==> src/cache_pkg.sv <==
`default_nettype none

package cache_pkg;

	// address and data words
	typedef logic [15:0] addr_t;
	typedef logic [15:0] word_t;

	// address fields: tag 15..11, index 10..3, word 2..1
	typedef logic [4:0] tag_t;
	typedef logic [7:0] index_t;
	typedef logic [1:0] offset_t;

	localparam int NUM_SETS = 256;
	localparam int BLOCK_WORDS = 4;

	// cycles that mem_stall stays high after a strobe
	localparam int MEM_LATENCY = 4;
	typedef logic [$clog2(MEM_LATENCY + 1) - 1:0] lat_cnt_t;

	typedef enum logic [3:0] {
		IDLE,
		COMP_READ,
		COMP_WRITE,
		MEM_WRITE,
		MEM_WRITE_WAIT,
		EVICT,
		EVICT_WAIT,
		FILL_REQ,
		FILL_WAIT,
		FILL_STORE
	} ctrl_state_t;

endpackage

`default_nettype wire

==> src/victim_select.sv <==
`default_nettype none
`timescale 1ns/1ps

module victim_select (
	input  wire                    clk,
	input  wire                    rst_n,
	input  wire                    clear,
	input  wire                    touch,
	input  wire                    touch_way,
	input  wire cache_pkg::index_t index,
	output logic                   victim
);

	// one bit per set, names the least recently used way
	logic lru_mem [cache_pkg::NUM_SETS];

	assign victim = lru_mem[index];

	always_ff @(posedge clk) begin
		if (!rst_n || clear) begin
			lru_mem[index] <= 1'b0;
		end else if (touch) begin
			// the other way becomes the replacement candidate
			lru_mem[index] <= ~touch_way;
		end
	end

endmodule

`default_nettype wire
==> config.mk <==
export PLATFORM = sky130hd
export DESIGN_NAME = victim_select
export DESIGN_NICKNAME = d
export VERILOG_FILES = /design/src/cache_pkg.sv /design/src/victim_select.sv
export SDC_FILE = /design/constraint.sdc
export NUM_CORES = 1
export LEC_CHECK = 0
export BUFFER_PORTS_ARGS = -buffer_cell sky130_fd_sc_hd__buf_2
export CORE_MARGIN = 2
export CORE_UTILIZATION = 45
export DETAILED_ROUTE_END_ITERATION = 10
export HOLD_SLACK_MARGIN = 0.03
export SYNTH_ARGS = -nofsm -noshare
export SYNTH_HDL_FRONTEND = slang
export SYNTH_SLANG_ARGS = --single-unit
==> constraint.sdc <==
create_clock -name clk -period 24.7 [get_ports clk]
set_input_delay 4.94 -clock clk [delete_from_list [all_inputs] [get_ports clk]]
set_output_delay 4.94 -clock clk [all_outputs]
set_load 0.02 [all_outputs]
==> results.cfg <==
[final_layout]
final_core_util_pct = 49.9
largest_register_ffs = 256
largestRegisters = lru_mem (256)
antennaDiodeCount = 0
regMostFlops = lru_mem
fin_cells = 1080
layout.nets = 754
drive_gt1_share_pct = 15.6
final_common_cell = nor2_1
area_growth_pct = 9.74
layout_common_cells = nor2_1, edfxtp_1, mux4_2
seq_area_um2 = 7690
multiInputGateArea_um2 = 3070
nFillCells = 2025

[yosys]
ys_types = 21
yosysWarnings = 0
syn_inst = 748
synthesis.area_um2 = 11000
syn_area_per_cell_um2 = 14.7
synth_top_area_share_pct = 69.9
yosysSeqAreaShare_pct = 69.9
synth_top_cell_by_area = edfxtp_1
ys_ff_latch = 256
synth_area_leaders = edfxtp_1, mux4_2, nor2_1
syn_nets = 761

[drt]
vias_per_cell = 5.87
antenna_left = 0
drtIter0Drc = 750
dr.pass1.iters = 5
vias = 6336
finalWirelength_um = 25500
drcViolationCount = 0
wl_per_cell_um = 23.6

[min_path]
worstHoldPathType = in2reg

[worst_setup_path]
crit_fanout = 40
cpMaxStageDelayCell = buf_4
criticalPathCategory = in2out
cp.arrival_ps = 8320
start_kind = primary input
crit_end = victim
crit_path_cell_trace = buf_4 -> buf_4 -> mux4_2 -> a22oi_1 -> nand2_1 -> a22oi_1 -> a21boi_1 -> or4_1 -> buf_2
critical_path.endpoint_type = primary output
cp.required_ps = 19760
setup.worst_path.start = index[0]
cpPeakStageDelay_ps = 740

[power_and_ir_drop]
leakage_nw = 3.00
seqPwrFrac_pct = 53.9
p_comb_share_pct = 4.7
p_sw_share_pct = 21.0
p_int_mw = 0.698
power.density_nw_per_um2 = 73.1
pwr-share-clk_pct = 41.3
peakVddDrop_v = 0.0000443
p_switching_mw = 0.185

[clocking]
cts_root_buf = clkbuf_16
cts_tree = yes
cts_hold_buf = 0
cts_num_sinks = 256
cts_resized = 0
cts_setup_buffers = 0
clockBufferDepth = 3
htreeDepth = 1
path_clk_slew_ps = 60
numCtsBuffers = 27

[job]
drv_cap = 0

[floorplan]
die_h_um = 160
start_util_pct = 45.5
dieArea_um2 = 25700
pin_count = 14
core_area_um2 = 24200
row_count = 57
die_w_um = 160

[global_route]
grt_max_degree = 133
grtUsageTotal_pct = 20.2
antenna_found_initial = 0
grt_overflow = 0
first_global_vias = 6367
grt_pass1_wl_um = 38500

[placed_design]
routabilityCongestion = 0.756
dp_cells = 1036
place_hpwl_um = 13500
dp_slack_ps = 11390
io_buffer_count = 13

[sta]
fmax_mhz = 75.4
finalHoldViolCount = 0
totalNegativeSetupSlack_ps = 0
worstMarginPinSlew_ps = 1210
drv_slew = 0
grt_setup_unrepaired = false
period_share_pct = 53.7
setup_ws_ps = 11440
period_needed_ps = 13260
setup_viol = 0
slew_headroom_pct = 19.2
hold-worst-slack_ps = 5270

[run_status]
status = completed
-- critical path, delay by kind of cell --
family / cells / cell delay (ps)
buffers and inverters: 3 / 1400
AND/OR/NAND/NOR: 2 / 650
multiplexers: 1 / 590
AO/OA/AOI/OAI: 3 / 640
-- routing by layer --
metal | share of wire (%) | vias to the layer above | track usage (%)
met5 | 0 | - | 0
met4 | 2.7 | 0 | 6.18
met3 | 9.1 | 60 | 3.41
met2 | 48 | 257 | 32.7
met1 | 40 | 3266 | 28.4
li1 | - | 2753 | -
-- cells by family (layout without fill, tap and decap cells) --
family          after synthesis  in the layout  share of synthesized area (%)
simple gates                326            326                           11.7
flops                       256            256                           69.9
mux                          64             64                           13.1
buf+inv                      58             66                           2.37
compound gates               44             44                           2.98
-- synthesized netlist by cell type (all sizes together) --
cell type and n:
mux4 64, a21boi 3, clkbuf 50, and2 2, nand3 8, a22oi 40, nor3 1, or4 1
nor2b 8, nor2 260, nand2 41, nor3b 3, a21oi 1, and3b 1, edfxtp 256, buf 8
nor4bb 1
-- power groups by stage --
stage / Sequential, mW / Clock [mW] / Combinational (mW)
floorplan: 0.487 / 0 / 0.0275
global placement: 0.485 / 0 / 0.0414
detailed placement: 0.485 / 0 / 0.0418
CTS: 0.476 / 0.372 / 0.0419
global route: 0.476 / 0.388 / 0.0449
finish: 0.476 / 0.365 / 0.0417
-- through the flow --
stage / area (um^2) / total power, mW
2_1_floorplan: 11000 / 0.515
3_3_place_gp: 11300 / 0.527
3_5_place_dp: 11300 / 0.527
4_1_cts: 12100 / 0.890
5_1_grt: 12100 / 0.909
6_report: 12100 / 0.883
-- cell type report --
cell class	instances	share of cell area, %
multi-input combinational	434	25.4
clock buffer	36	5.88
clock inverter	8	0.560
timing repair buffer	22	1.12
tap	324	3.36
sequential	256	63.7
-- how the worst min path moves through the flow --
| stage | depth (start not counted) | slack, ps | startpoint | end |
|---|---|---|---|---|
| 2_1_floorplan | 2 | 5320 | index[7] | lru_mem[234] |
| 3_3_place_gp | 3 | 5780 | index[7] | lru_mem[239] |
| 3_5_place_dp | 3 | 5790 | index[7] | lru_mem[247] |
| 4_1_cts | 3 | 5250 | index[7] | lru_mem[247] |
| 5_1_grt | 3 | 5330 | index[7] | lru_mem[239] |
| 6_report | 3 | 5270 | index[7] | lru_mem[247] |
(Power assumes the default switching activity.)
