**src/cache_pkg.sv**
```systemverilog
`default_nettype none

package cache_pkg;

	// address and data words
	typedef logic [15:0] addr_t;
	typedef logic [15:0] word_t;

	// address fields: tag 15..11, index 10..3, word 2..1
	typedef logic [4:0] tag_t;
	typedef logic [7:0] index_t;
	typedef logic [1:0] offset_t;

	localparam int NUM_SETS = 256;
	localparam int BLOCK_WORDS = 4;

	// cycles that mem_stall stays high after a strobe
	localparam int MEM_LATENCY = 4;
	typedef logic [$clog2(MEM_LATENCY + 1) - 1:0] lat_cnt_t;

	typedef enum logic [3:0] {
		IDLE,
		COMP_READ,
		COMP_WRITE,
		MEM_WRITE,
		MEM_WRITE_WAIT,
		EVICT,
		EVICT_WAIT,
		FILL_REQ,
		FILL_WAIT,
		FILL_STORE
	} ctrl_state_t;

endpackage

`default_nettype wire

```
**src/cache_controller.sv**
```systemverilog
`default_nettype none
`timescale 1ns/1ps

module cache_controller (
	input  wire                     clk,
	input  wire                     rst_n,
	input  wire cache_pkg::addr_t   addr,
	input  wire cache_pkg::word_t   data_in,
	input  wire                     rd,
	input  wire                     wr,
	output cache_pkg::word_t        data_out,
	output logic                    done,
	output logic                    stall,
	output logic                    cache_hit,

	output logic                    way0_en,
	output logic                    way0_compare,
	output logic                    way0_write,
	output logic                    way0_valid_in,
	output cache_pkg::tag_t         way0_tag_in,
	output cache_pkg::index_t       way0_index,
	output cache_pkg::offset_t      way0_offset,
	output cache_pkg::word_t        way0_data_in,
	input  wire                     way0_hit,
	input  wire                     way0_dirty,
	input  wire                     way0_valid,
	input  wire cache_pkg::tag_t    way0_tag_out,
	input  wire cache_pkg::word_t   way0_data_out,

	output logic                    way1_en,
	output logic                    way1_compare,
	output logic                    way1_write,
	output logic                    way1_valid_in,
	output cache_pkg::tag_t         way1_tag_in,
	output cache_pkg::index_t       way1_index,
	output cache_pkg::offset_t      way1_offset,
	output cache_pkg::word_t        way1_data_in,
	input  wire                     way1_hit,
	input  wire                     way1_dirty,
	input  wire                     way1_valid,
	input  wire cache_pkg::tag_t    way1_tag_out,
	input  wire cache_pkg::word_t   way1_data_out,

	output logic                    clear,
	output logic                    touch,
	output logic                    touch_way,
	input  wire                     victim,
	output cache_pkg::index_t       lookup_index,

	output cache_pkg::addr_t        mem_addr,
	output cache_pkg::word_t        mem_data_in,
	output logic                    mem_read,
	output logic                    mem_write,
	input  wire cache_pkg::word_t   mem_data_out,
	input  wire                     mem_stall
);

	cache_pkg::ctrl_state_t state;
	cache_pkg::addr_t       req_addr;
	cache_pkg::word_t       req_data;
	cache_pkg::word_t       fill_word;
	cache_pkg::word_t       data_q;
	cache_pkg::word_t       new_word;
	cache_pkg::offset_t     cnt;
	cache_pkg::index_t      sweep_cnt;
	logic                   sweeping;
	logic                   is_read;
	logic                   fill_way;
	logic                   evict_needed;
	logic                   lookup;
	logic                   any_hit;
	logic                   miss_way;
	logic                   miss_dirty;
	logic                   last_word;
	logic                   fill_en;
	cache_pkg::tag_t        victim_tag;

	assign lookup = (state == cache_pkg::COMP_READ) || (state == cache_pkg::COMP_WRITE);
	assign any_hit = way0_hit || way1_hit;
	assign last_word = (cnt == cache_pkg::offset_t'(cache_pkg::BLOCK_WORDS - 1));

	// invalid way first, otherwise the lru way
	assign miss_way = !way0_valid ? 1'b0 : (!way1_valid ? 1'b1 : victim);
	assign miss_dirty = miss_way ? (way1_valid && way1_dirty) : (way0_valid && way0_dirty);
	assign victim_tag = fill_way ? way1_tag_out : way0_tag_out;

	// both ways see the same address and data, en picks the target
	assign fill_en = (state == cache_pkg::FILL_STORE);
	assign lookup_index = sweeping ? sweep_cnt : req_addr[10:3];
	assign clear = sweeping;

	assign way0_en = lookup || (fill_en && !fill_way);
	assign way1_en = lookup || (fill_en && fill_way);
	assign way0_compare = lookup;
	assign way1_compare = lookup;
	assign way0_write = (state == cache_pkg::COMP_WRITE) || fill_en;
	assign way1_write = (state == cache_pkg::COMP_WRITE) || fill_en;
	assign way0_valid_in = fill_en && last_word;
	assign way1_valid_in = fill_en && last_word;
	assign way0_tag_in = req_addr[15:11];
	assign way1_tag_in = req_addr[15:11];
	assign way0_index = lookup_index;
	assign way1_index = lookup_index;
	assign way0_offset = lookup ? req_addr[2:1] : cnt;
	assign way1_offset = lookup ? req_addr[2:1] : cnt;
	assign way0_data_in = lookup ? req_data : mem_data_out;
	assign way1_data_in = lookup ? req_data : mem_data_out;

	// write-back rebuilds the victim address from its stored tag
	always_comb begin
		case (state)
		cache_pkg::MEM_WRITE: mem_addr = req_addr;
		cache_pkg::EVICT: mem_addr = {victim_tag, req_addr[10:3], cnt, 1'b0};
		default: mem_addr = {req_addr[15:3], cnt, 1'b0};
		endcase
	end

	assign mem_data_in = (state == cache_pkg::MEM_WRITE) ? req_data :
		(fill_way ? way1_data_out : way0_data_out);
	assign mem_write = (state == cache_pkg::MEM_WRITE) || (state == cache_pkg::EVICT);
	assign mem_read = (state == cache_pkg::FILL_REQ);

	assign cache_hit = lookup && any_hit;
	assign done = cache_hit || (fill_en && last_word);
	assign stall = sweeping || (state != cache_pkg::IDLE);
	assign touch = done;
	assign touch_way = lookup ? way1_hit : fill_way;

	// requested word, from the hit way or from the fill stream
	assign new_word = lookup ? (way1_hit ? way1_data_out : way0_data_out) :
		((cnt == req_addr[2:1]) ? mem_data_out : fill_word);
	assign data_out = (done && is_read) ? new_word : data_q;

	always_ff @(posedge clk) begin
		if (state == cache_pkg::IDLE && (rd || wr)) begin
			req_addr <= addr;
			req_data <= data_in;
		end
		if (fill_en && cnt == req_addr[2:1]) begin
			fill_word <= mem_data_out;
		end
	end

	always_ff @(posedge clk) begin
		if (!rst_n) begin
			state <= cache_pkg::IDLE;
			sweeping <= 1'b1;
			sweep_cnt <= '0;
			cnt <= '0;
			is_read <= 1'b0;
			fill_way <= 1'b0;
			evict_needed <= 1'b0;
			data_q <= '0;
		end else begin
			if (sweeping) begin
				sweep_cnt <= sweep_cnt + 1'b1;
				if (sweep_cnt == cache_pkg::index_t'(cache_pkg::NUM_SETS - 1)) begin
					sweeping <= 1'b0;
				end
			end
			if (done && is_read) begin
				data_q <= new_word;
			end
			case (state)
			cache_pkg::IDLE: begin
				if (!sweeping && rd) begin
					is_read <= 1'b1;
					state <= cache_pkg::COMP_READ;
				end else if (!sweeping && wr) begin
					is_read <= 1'b0;
					state <= cache_pkg::COMP_WRITE;
				end
			end
			cache_pkg::COMP_READ, cache_pkg::COMP_WRITE: begin
				cnt <= '0;
				fill_way <= miss_way;
				evict_needed <= miss_dirty;
				if (any_hit) begin
					state <= cache_pkg::IDLE;
				end else if (state == cache_pkg::COMP_WRITE) begin
					// write miss goes to memory before the allocate
					state <= cache_pkg::MEM_WRITE;
				end else begin
					state <= miss_dirty ? cache_pkg::EVICT : cache_pkg::FILL_REQ;
				end
			end
			cache_pkg::MEM_WRITE: state <= cache_pkg::MEM_WRITE_WAIT;
			cache_pkg::MEM_WRITE_WAIT: begin
				if (!mem_stall) begin
					state <= evict_needed ? cache_pkg::EVICT : cache_pkg::FILL_REQ;
				end
			end
			cache_pkg::EVICT: state <= cache_pkg::EVICT_WAIT;
			cache_pkg::EVICT_WAIT: begin
				if (!mem_stall) begin
					cnt <= cnt + 1'b1;
					state <= last_word ? cache_pkg::FILL_REQ : cache_pkg::EVICT;
				end
			end
			cache_pkg::FILL_REQ: state <= cache_pkg::FILL_WAIT;
			cache_pkg::FILL_WAIT: begin
				if (!mem_stall) begin
					state <= cache_pkg::FILL_STORE;
				end
			end
			cache_pkg::FILL_STORE: begin
				cnt <= cnt + 1'b1;
				state <= last_word ? cache_pkg::IDLE : cache_pkg::FILL_REQ;
			end
			default: state <= cache_pkg::IDLE;
			endcase
		end
	end

endmodule

`default_nettype wire

```
**config.mk**
```make
export PLATFORM = sky130hd
export DESIGN_NAME = cache_controller
export DESIGN_NICKNAME = d
export VERILOG_FILES = /design/src/cache_pkg.sv /design/src/cache_controller.sv
export SDC_FILE = /design/constraint.sdc
export NUM_CORES = 1
export LEC_CHECK = 0
export ABC_AREA = 1
export CAP_MARGIN = 20
export CORE_UTILIZATION = 55
export DETAILED_ROUTE_END_ITERATION = 8
export DONT_BUFFER_PORTS = 1
export PLACE_DENSITY = 0.7
export SLEW_MARGIN = 5
export SYNTH_ARGS = -nofsm -noshare
export SYNTH_HDL_FRONTEND = slang
export SYNTH_SLANG_ARGS = --single-unit
```
**constraint.sdc**
```tcl
create_clock -name clk -period 4.4 [get_ports clk]
set_input_delay 1.32 -clock clk [delete_from_list [all_inputs] [get_ports clk]]
set_output_delay 1.32 -clock clk [all_outputs]
set_load 0.005 [all_outputs]
```
==> results of run 1 <==
==> area by class of cell <==
cell class / count / share of cell area (%)
clock inverters: 6 / 0.712
well taps: 108 / 2.85
inverters: 65 / 5.25
repair buffers: 4 / 0.633
clock buffers: 10 / 2.69
multi-input cells: 429 / 43.1
flip-flops and latches: 82 / 44.7
==> worst max-delay path: cells and delay by family <==
kind	cells	cell delay [ns]
simple gates	6	0.83
buf+inv	2	0.29
==> worst paths after layout <==
kind | start | end | slack (ns) | cells after the start
min reg2reg | data_q[15]$_SDFF_PN0_ | data_q[15]$_SDFF_PN0_ | 0.48 | 2
max reg2reg | req_addr[2]$_DFFE_PP_ | fill_word[6]$_DFFE_PP_ | 1.76 | 6
max | way0_hit | data_out[0] | 0.63 | 8
min | data_q[15]$_SDFF_PN0_ | data_q[15]$_SDFF_PN0_ | 0.48 | 2
==> report_power, final <==
group / internal, µW / leakage (µW) / total, µW / switching [µW]
logic: 33.9 / 0.00126 / 103 / 69.1
clock network: 202 / 0.0000861 / 486 / 284
registers: 837 / 0.000744 / 856 / 19.7
==> cell usage in the layout (no fill, tap or decap), types with 2 or more instances in the layout <==
master / instances
nand4_1: 2
inv_1: 63
edfxtp_1: 48
ha_1: 2
nand3_1: 44
clkinv_2: 4
clkbuf_8: 9
nand2_1: 204
dfxtp_1: 34
a31oi_1: 21
a21oi_1: 20
mux2_2: 16
nand2_2: 13
nor2_1: 49
o21ai_0: 37
a21oi_2: 10
buf_4: 4
nor3_1: 5
==> registers in the layout, indices dropped and copies added, names as in the netlist <==
name / count
sweep_cnt: 8
cnt: 2
evict_needed: 1
fill_way: 1
clear: 1
req_data: 16
is_read: 1
req_addr: 16
fill_word: 16
data_q: 16
state: 4
==> kinds of logic (layout without fill, tap and decap cells) <==
logic type / Yosys count / count (layout) / synth area share [%]
AOI/OAI and AO/OA: 91 / 91 / 10.6
adders and majority gates: 2 / 2 / 0.504
buffers and inverters: 149 / 85 / 16.1
DFF: 82 / 82 / 42.7
muxes: 16 / 16 / 3.63
and+or+nand+nor: 320 / 320 / 26.4
==> metal layers <==
metal  wire length (µm)  share of wire (%)  vias up
met5                  0                  0        -
met4                336                2.5        0
met3               1320                9.8       26
met2               6110                 45      227
met1               5780                 43     1850
li1                   -                  -     1943
==> metrics by stage <==
step / setup slack, ns / hold WS, ns
floorplan: 0.771 / 0.445
global placement: 0.679 / 0.456
global route: 0.380 / 0.495
detailed placement: 0.624 / 0.464
CTS: 0.622 / 0.476
finish: 0.630 / 0.477
==> impl_results.md, run 1 <==
* Global Route Usage Sum at 28.5%
* DRT iter0 DRCs at 289
* Mean Syn Cell Area at 7.53 µm²
* #FFs+latches synth at 82
* RSZ-0062 raised after global routing: no
* CP Capture Type: output port
* LEAKAGE at 0.00209 µW
* Status: finished clean
* H-tree level count at 3
* CTS tree: done
* Final core occ at 54.4%
* Primary FF master, synth: edfxtp_1
* Design Area, Final at 4740 µm²
* Crit path max fanout at 17
* Normalized max-slew margin at 33.2%
* Clk slew on worst S/H paths at 0.08 ns
* P&R area growth vs syn at -4.53%
* CP arrival at 2.45 ns
* Met1 usage at 38.1%
* Final Skew at 0.0124 ns
* Net Count, Synth at 764
* Num CTS Buffers at 9
* PostCTS Resize Cnt at 0
* Vias at 4046
* CTS root buffer: clkbuf_8
* Layout Nets at 695
* Final Hold Viols at 0
* Dpl hpwl at 10200 µm
* Top Usage Layer GRT: met2
* # hold bufs at CTS at 0
* Placer Congestion at 0.961
* Vias in the first global route at 3867
* VDD IR max at 0.200 mV
* Dpl cells at 688
* Diode count at 0
* I/O Pins at 236
* Die Span Y at 97.0 µm
* Drt first pass iters at 6
* Post-synth top area cell: edfxtp_1
* Slowest stage delay, CP at 0.22 ns
* Buffers on Ports at 0
* Final setup viols at 0
* Starting density of the core at 57.0%
* Sink Count at 82
* Synth top area cells: edfxtp_1 (29%), nand2_1 (15%), dfxtp_1 (14%)
* Ratio of cells with drive above 1 in the final layout at 10.1%
* Final Non-Filler Cells at 704
* Die width at 97.0 µm
* Max-cap violation count at 0
* Initial antenna violation count at 0
* Sequential share of the synthesized area at 42.7%
* Worst path required time at 3.08 ns
* Worst-skew pair later-pin latency at 0.34 ns
* Critical path class: input pin to output port
* Overall power at 1450 µW
* Core Rows at 34
* Die Footprint at 9420 µm²
* Commonest cells post-synth: nand2_1 (204), inv_1 (63), buf_4 (56)
* Final WL at 13500 µm
* Post-Synthesis Cells at 660
* FFs w/ async S/R, synth at 0%
* First-pass GRT wire length at 20800 µm
* Area occupied by registers at 2120 µm²
* Pwr Density at 305 nW/µm²
* Slew Viols, Final at 0
* Antenna viol nets, final at 0
* Post-synth top area share at 29.0%
* Synth warnings at 0
* Maximum number of pins on one net before global-route repair at 48
* Avg WL per Cell at 19.2 µm
* Crit path cell chain: nor2_1 > inv_1 > nand2_2 > nand2_2 > nand2_4 > clkinv_4 > nand2_1 > nand2_1
* Area occupied by multi-input gates at 2050 µm²
* Max Root-Sink Buffers at 2
* Least-Margin Pin Slew at 1.00 ns
* Fillers at 829
* CORE AREA at 8720 µm²
* Most common cell in the netlist: nand2_1
* GR Util met3 at 10.0%
* Post-layout min period at 3.77 ns
* Via density at 5.75
* Setup TNS at 0 ns
* Crit path launch type: input pin
* Cell Area, Synth at 4970 µm²
* Tcrit/Tclk final at 85.7%
* GRT met2 Usage at 43.3%
* Overflow after GRT at 0
* Min-Delay Path Class: register to register
* Max Clock Freq at 265 MHz
* Drc violations at 0
* CP max-delay cell: nor2_1
* Setup Buffers After CTS at 0
* Placement Cell Area at 4580 µm²
* EDFF count, synth at 48
* Yosys cell types at 28
Power figures use the tool's default switching activity.
==> inputs of run 2 (changes only) <==
Settings changed: CORE_ASPECT_RATIO set to 1.25.
==> run 2 against run 1 <==
Via count up 0.59%. Critical path depth up 1. Wire length shrank 3.3%.
==> impl_results.md, run 2 (synthesized netlist as in run 1, its figures left out) <==
* Hold path start: evict_needed$_SDFFE_PN0N_
* Worst r2r src: state[0]$_SDFFE_PN0P_
* Setup Buffers After CTS at 0
* Normalized max-slew margin at 30.6%
* Dpl cells at 701
* Status: finished clean
* Starting density of the core at 57.1%
* Worst-skew pair later-pin latency at 0.37 ns
* Max Root-Sink Buffers at 2
* Flop pwr share at 53.4%
* P&R area growth vs syn at -2.54%
* Max Clock Freq at 250 MHz
* H-tree level count at 3
* VDD IR max at 0.182 mV
* Layout Nets at 696
* Sw power at 355 µW
* LEAKAGE at 0.00212 µW
* Maximum number of pins on one net before global-route repair at 36
* I/O Pins at 236
* Leading cell types in the layout, fill and taps excluded: nand2_1 (204), inv_1 (63), nor2_1 (49)
* Min-Delay Path Class: register to register
* Sink Count at 82
* Worst path required time at 3.08 ns
* Critical path class: register to output port
* Drc violations at 0
* CORE AREA at 8700 µm²
* Crit path max fanout at 28
* CP arrival at 2.68 ns
* Switch share at 22.2%
* Dpl hpwl at 9560 µm
* Vias at 4070
* CP startpoint: state[0]$_SDFFE_PN0P_
* Global Route Usage Sum at 28.2%
* Final WL at 13100 µm
* Final setup viols at 0
* CP Capture Type: output port
* Initial antenna violation count at 1
* Commonest non-fill, non-tap cell in the layout: nand2_1
* Setup TNS at 0 ns
* Vias in the first global route at 4033
* Worst Slack Setup Final at 0.400 ns
* Ratio of cells with drive above 1 in the final layout at 10.1%
* Post-Place Worst Slack at 0.621 ns
* Buffers on Ports at 0
* Max-cap violation count at 0
* Core Rows at 38
* Crit path launch type: register
* Die Footprint at 9420 µm²
* PostCTS Resize Cnt at 0
* Placer Congestion at 0.839
* First-pass GRT wire length at 19700 µm
* Antenna viol nets, final at 0
* Logic gate share of total power at 6.3%
* Final Skew at 0.0130 ns
* Clk pwr share at 40.3%
* RSZ-0062 raised after global routing: no
* Clk slew on worst S/H paths at 0.07 ns
* Drt first pass iters at 4
* Post-layout min period at 4.00 ns
* Via density at 5.67
* Num CTS Buffers at 9
* DRT iter0 DRCs at 246
* # hold bufs at CTS at 0
* Avg WL per Cell at 18.2 µm
* CTS tree: done
* Pint at 1240 µW
* Final Non-Filler Cells at 718
* CTS root buffer: clkbuf_8
* Least-Margin Pin Slew at 1.04 ns
* Tcrit/Tclk final at 90.9%
* Slew Viols, Final at 0
* Pwr Density at 330 nW/µm²
* Die Span Y at 108 µm
* Overflow after GRT at 0
* Die width at 87.0 µm
* Overall power at 1600 µW
* Final Hold Viols at 0
-- run 2: changes by cell type in the layout (fill, tap and decap cells not counted), sizes merged --
cell and change:
diode +1, buf +1, clkbuf +4, inv -1, bufinv +2, clkinvlp -1
clkinv -4
-- run 2: final timing paths --
check	endpoint	slack, ns	depth (start not counted)
setup / recovery	data_out[10]	0.40	9
hold / removal	evict_needed$_SDFFE_PN0N_	0.48	2
setup reg to reg	data_q[10]$_SDFF_PN0_	1.97	9
hold reg to reg	evict_needed$_SDFFE_PN0N_	0.48	2
-- run 2: worst max-delay path, cell delays in order, from the launching register on --
cell and delay [ns]:
dfxtp_1 0.40, inv_1 0.05, nor2_1 0.25, nand2_1 0.15, nand2_2 0.45, inv_1 0.49, nand3_1 0.21, nand2_1 0.13
nand2_2 0.11, nand2_1 0.07
-- run 2: stage by stage --
step                      hold WS (ns)  cell area [µm²]  util, %
after floorplan                  0.445             4970        -
after global placement           0.457             4610     52.9
after detailed placement         0.468             4610     52.9
after CTS                        0.480             4840     55.6
after global routing             0.501             4840     55.7
final                            0.480             4840     55.7
-- run 2: cell type report --
cell class	count	area, µm²
repair buffers	5	37.5
well taps	120	150
multi-input cells	429	2050
diodes	1	2.50
clock inverters	2	60.1
clock buffers	14	174
flip-flops and latches	82	2120
inverters	65	249
fillers	821	3860
-- run 2: power by group through the flow --
stage / logic (µW) / clock network [µW] / registers (µW)
finish: 101 / 644 / 853
global route: 114 / 680 / 857
CTS: 101 / 651 / 853
detailed placement: 100 / 0 / 870
global placement: 99.0 / 0 / 870
floorplan: 113 / 0 / 864
-- run 2: routing by layer --
layer	vias up	global-route usage, %	wire length (µm)
li1	1949	-	-
met1	1871	29.2	4760
met2	218	48.9	6650
met3	32	9.08	1260
met4	0	17.6	425
met5	-	0	0
==> inputs of run 3 (changes only) <==
Settings changed: CELL_PAD_IN_SITES_DETAIL_PLACEMENT set to 1, CELL_PAD_IN_SITES_GLOBAL_PLACEMENT set to 2, CORE_UTILIZATION 55 to 36, GPL_TIMING_DRIVEN set to 0, PLACE_DENSITY 0.7 to unset, PLACE_DENSITY_LB_ADDON set to 0.1.
==> run 3 against run 2 <==
Register-to-register slack hardly changed. Sequential share of layout area down 5.8 points. Sequential power is essentially flat. Clock skew down 0.0053 ns. Clock power up 38%. Non-clock buffer count increased by 81. Core utilization is 14 points lower. Worst hold slack worse by 0.0054 ns. Critical path depth unchanged. Die area rose by 52%. Clock-buffer cell count fell by 4. Final area grew 15%. Critical endpoint is now data_out[5].
==> impl_results.md, run 3 (synthesized netlist as in run 1, its figures left out) <==
* Status: finished clean
* Initial antenna violation count at 1
* CTS root buffer: clkbuf_16
* Pwr Density at 338 nW/µm²
* CP max-delay cell: buf_2
* Ratio of cells with drive above 1 in the final layout at 18.6%
* Post-layout min period at 4.08 ns
* Tcrit/Tclk final at 92.6%
* Least-Margin Pin Slew at 0.765 ns
* Max Root-Sink Buffers at 2
* Drc violations at 0
* Die width at 107 µm
* Clk slew on worst S/H paths at 0.06 ns
* Pint at 1470 µW
* Switch share at 22.0%
* Critical path class: input pin to output port
* Flop pwr share at 45.1%
* Worst path required time at 3.08 ns
* Crit path max fanout at 10
* Fillers at 1666
* Overflow after GRT at 0
* Worst-skew pair later-pin latency at 0.34 ns
* Crit path cell chain: buf_2 > nor2_1 > inv_1 > nand2_2 > nand2_2 > nand2_4 > buf_2 > nand2_1 > nand2_1
* Core Rows at 47
* Crit path max-delay family: simple AND/OR/NAND/NOR gates
* Worst Path Buf+Inv at 3
* Num CTS Buffers at 9
* Final setup viols at 0
* Normalized max-slew margin at 49.0%
* Min-Delay Path Class: register to register
* RSZ-0062 raised after global routing: no
* Sink Count at 82
* Dpl hpwl at 12800 µm
* Logic gate share of total power at 7.7%
* Final Hold Viols at 0
* CP Capture Type: output port
* PostCTS Resize Cnt at 0
* Setup Buffers After CTS at 0
* Maximum number of pins on one net before global-route repair at 30
* Clk pwr share at 47.2%
* Slew Viols, Final at 0
* Setup TNS at 0 ns
* Antenna viol nets, final at 0
* Global Route Usage Sum at 23.3%
* Commonest non-fill, non-tap cell in the layout: nand2_1
* Vias at 4444
* Via density at 5.23
* Leading cell types in the layout, fill and taps excluded: nand2_1 (204), inv_1 (63), buf_4 (56)
* H-tree level count at 3
* P&R area growth vs syn at 12.2%
* First-pass GRT wire length at 25000 µm
* Starting density of the core at 37.2%
* Die Span Y at 133 µm
* Max Clock Freq at 245 MHz
* Slowest stage delay, CP at 0.26 ns
* LEAKAGE at 0.00252 µW
* # hold bufs at CTS at 0
* DRT iter0 DRCs at 136
* Drt first pass iters at 4
* CP arrival at 2.76 ns
* Max-cap violation count at 0
* Die Footprint at 14300 µm²
* Final WL at 16500 µm
* Sw power at 415 µW
* Hold Slack at 0.474 ns
* Buffers on Ports at 0
* Avg WL per Cell at 19.4 µm
* I/O Pins at 236
* Crit path launch type: input pin
* Layout Nets at 777
* Final Skew at 0.00772 ns
* CORE AREA at 13300 µm²
* Placer Congestion at 0.874
* CTS tree: done
* Vias in the first global route at 4585
* Hold path start: evict_needed$_SDFFE_PN0N_
* VDD IR max at 0.166 mV
* Worst r2r src: req_addr[1]$_DFFE_PP_
* CP startpoint: way1_hit
run 3: cell types whose count changed in the layout (fill, tap and decap cells not counted), sizes merged:
| cell | previous run | this run |
|---|---|---|
| buf | 5 | 69 |
| bufinv | 2 | 3 |
| inv | 63 | 64 |
| clkbuf | 14 | 27 |
| clkinv | 2 | 4 |
run 3: worst min-delay path, delay by kind of cell (launching register included):
kind | cells | cell delay [ns]
AOI/OAI and AO/OA | 1 | 0.05
DFF | 1 | 0.31
and+or+nand+nor | 1 | 0.06
run 3: power by group through the flow:
stage	clock (µW)	sequential [µW]	combinational, µW
detailed placement	0	868	146
CTS	908	851	147
global placement	0	868	142
floorplan	0	864	113
finish	891	851	145
global route	941	854	159
run 3: final timing paths:
check                           cells after the start  slack (ns)                         to
worst max-delay path                                9        0.32                data_out[5]
worst min-delay path                                2        0.47  evict_needed$_SDFFE_PN0N_
worst max register to register                      7        1.96     fill_word[7]$_DFFE_PP_
worst min register to register                      2        0.47  evict_needed$_SDFFE_PN0N_
run 3: final cells by class:
cell class	count	area, µm²	share of cell area, %
Clock buffer	10	239	4.29
Timing Repair Buffer	2	35.0	0.628
Inverter	65	249	4.47
Tap cell	171	214	3.84
Buffer	84	552	9.90
Clock inverter	6	113	2.02
Sequential cell	82	2120	38.1
Antenna cell	1	2.50	0.0449
Multi-Input combinational cell	429	2050	36.8
run 3: metrics by stage:
stage,cells,utilization (%),setup WS [ns],instance area (µm²),total power (µW)
after floorplan,660,-,0.771,4970,977
after global placement,831,38.8,0.394,5180,1010
after detailed placement,833,39.1,0.334,5220,1010
after CTS,849,41.7,0.298,5570,1910
after global routing,849,41.7,0.158,5570,1950
final,850,41.8,0.324,5580,1890
run 3: routing by layer:
layer | GRT usage [%] | share of wire [%] | vias to the layer above
li1 | - | - | 2117
met5 | 0 | 0 | -
met1 | 25.9 | 39 | 2145
met3 | 5.87 | 6.7 | 22
met2 | 43.0 | 52 | 160
met4 | 6.93 | 1.8 | 0
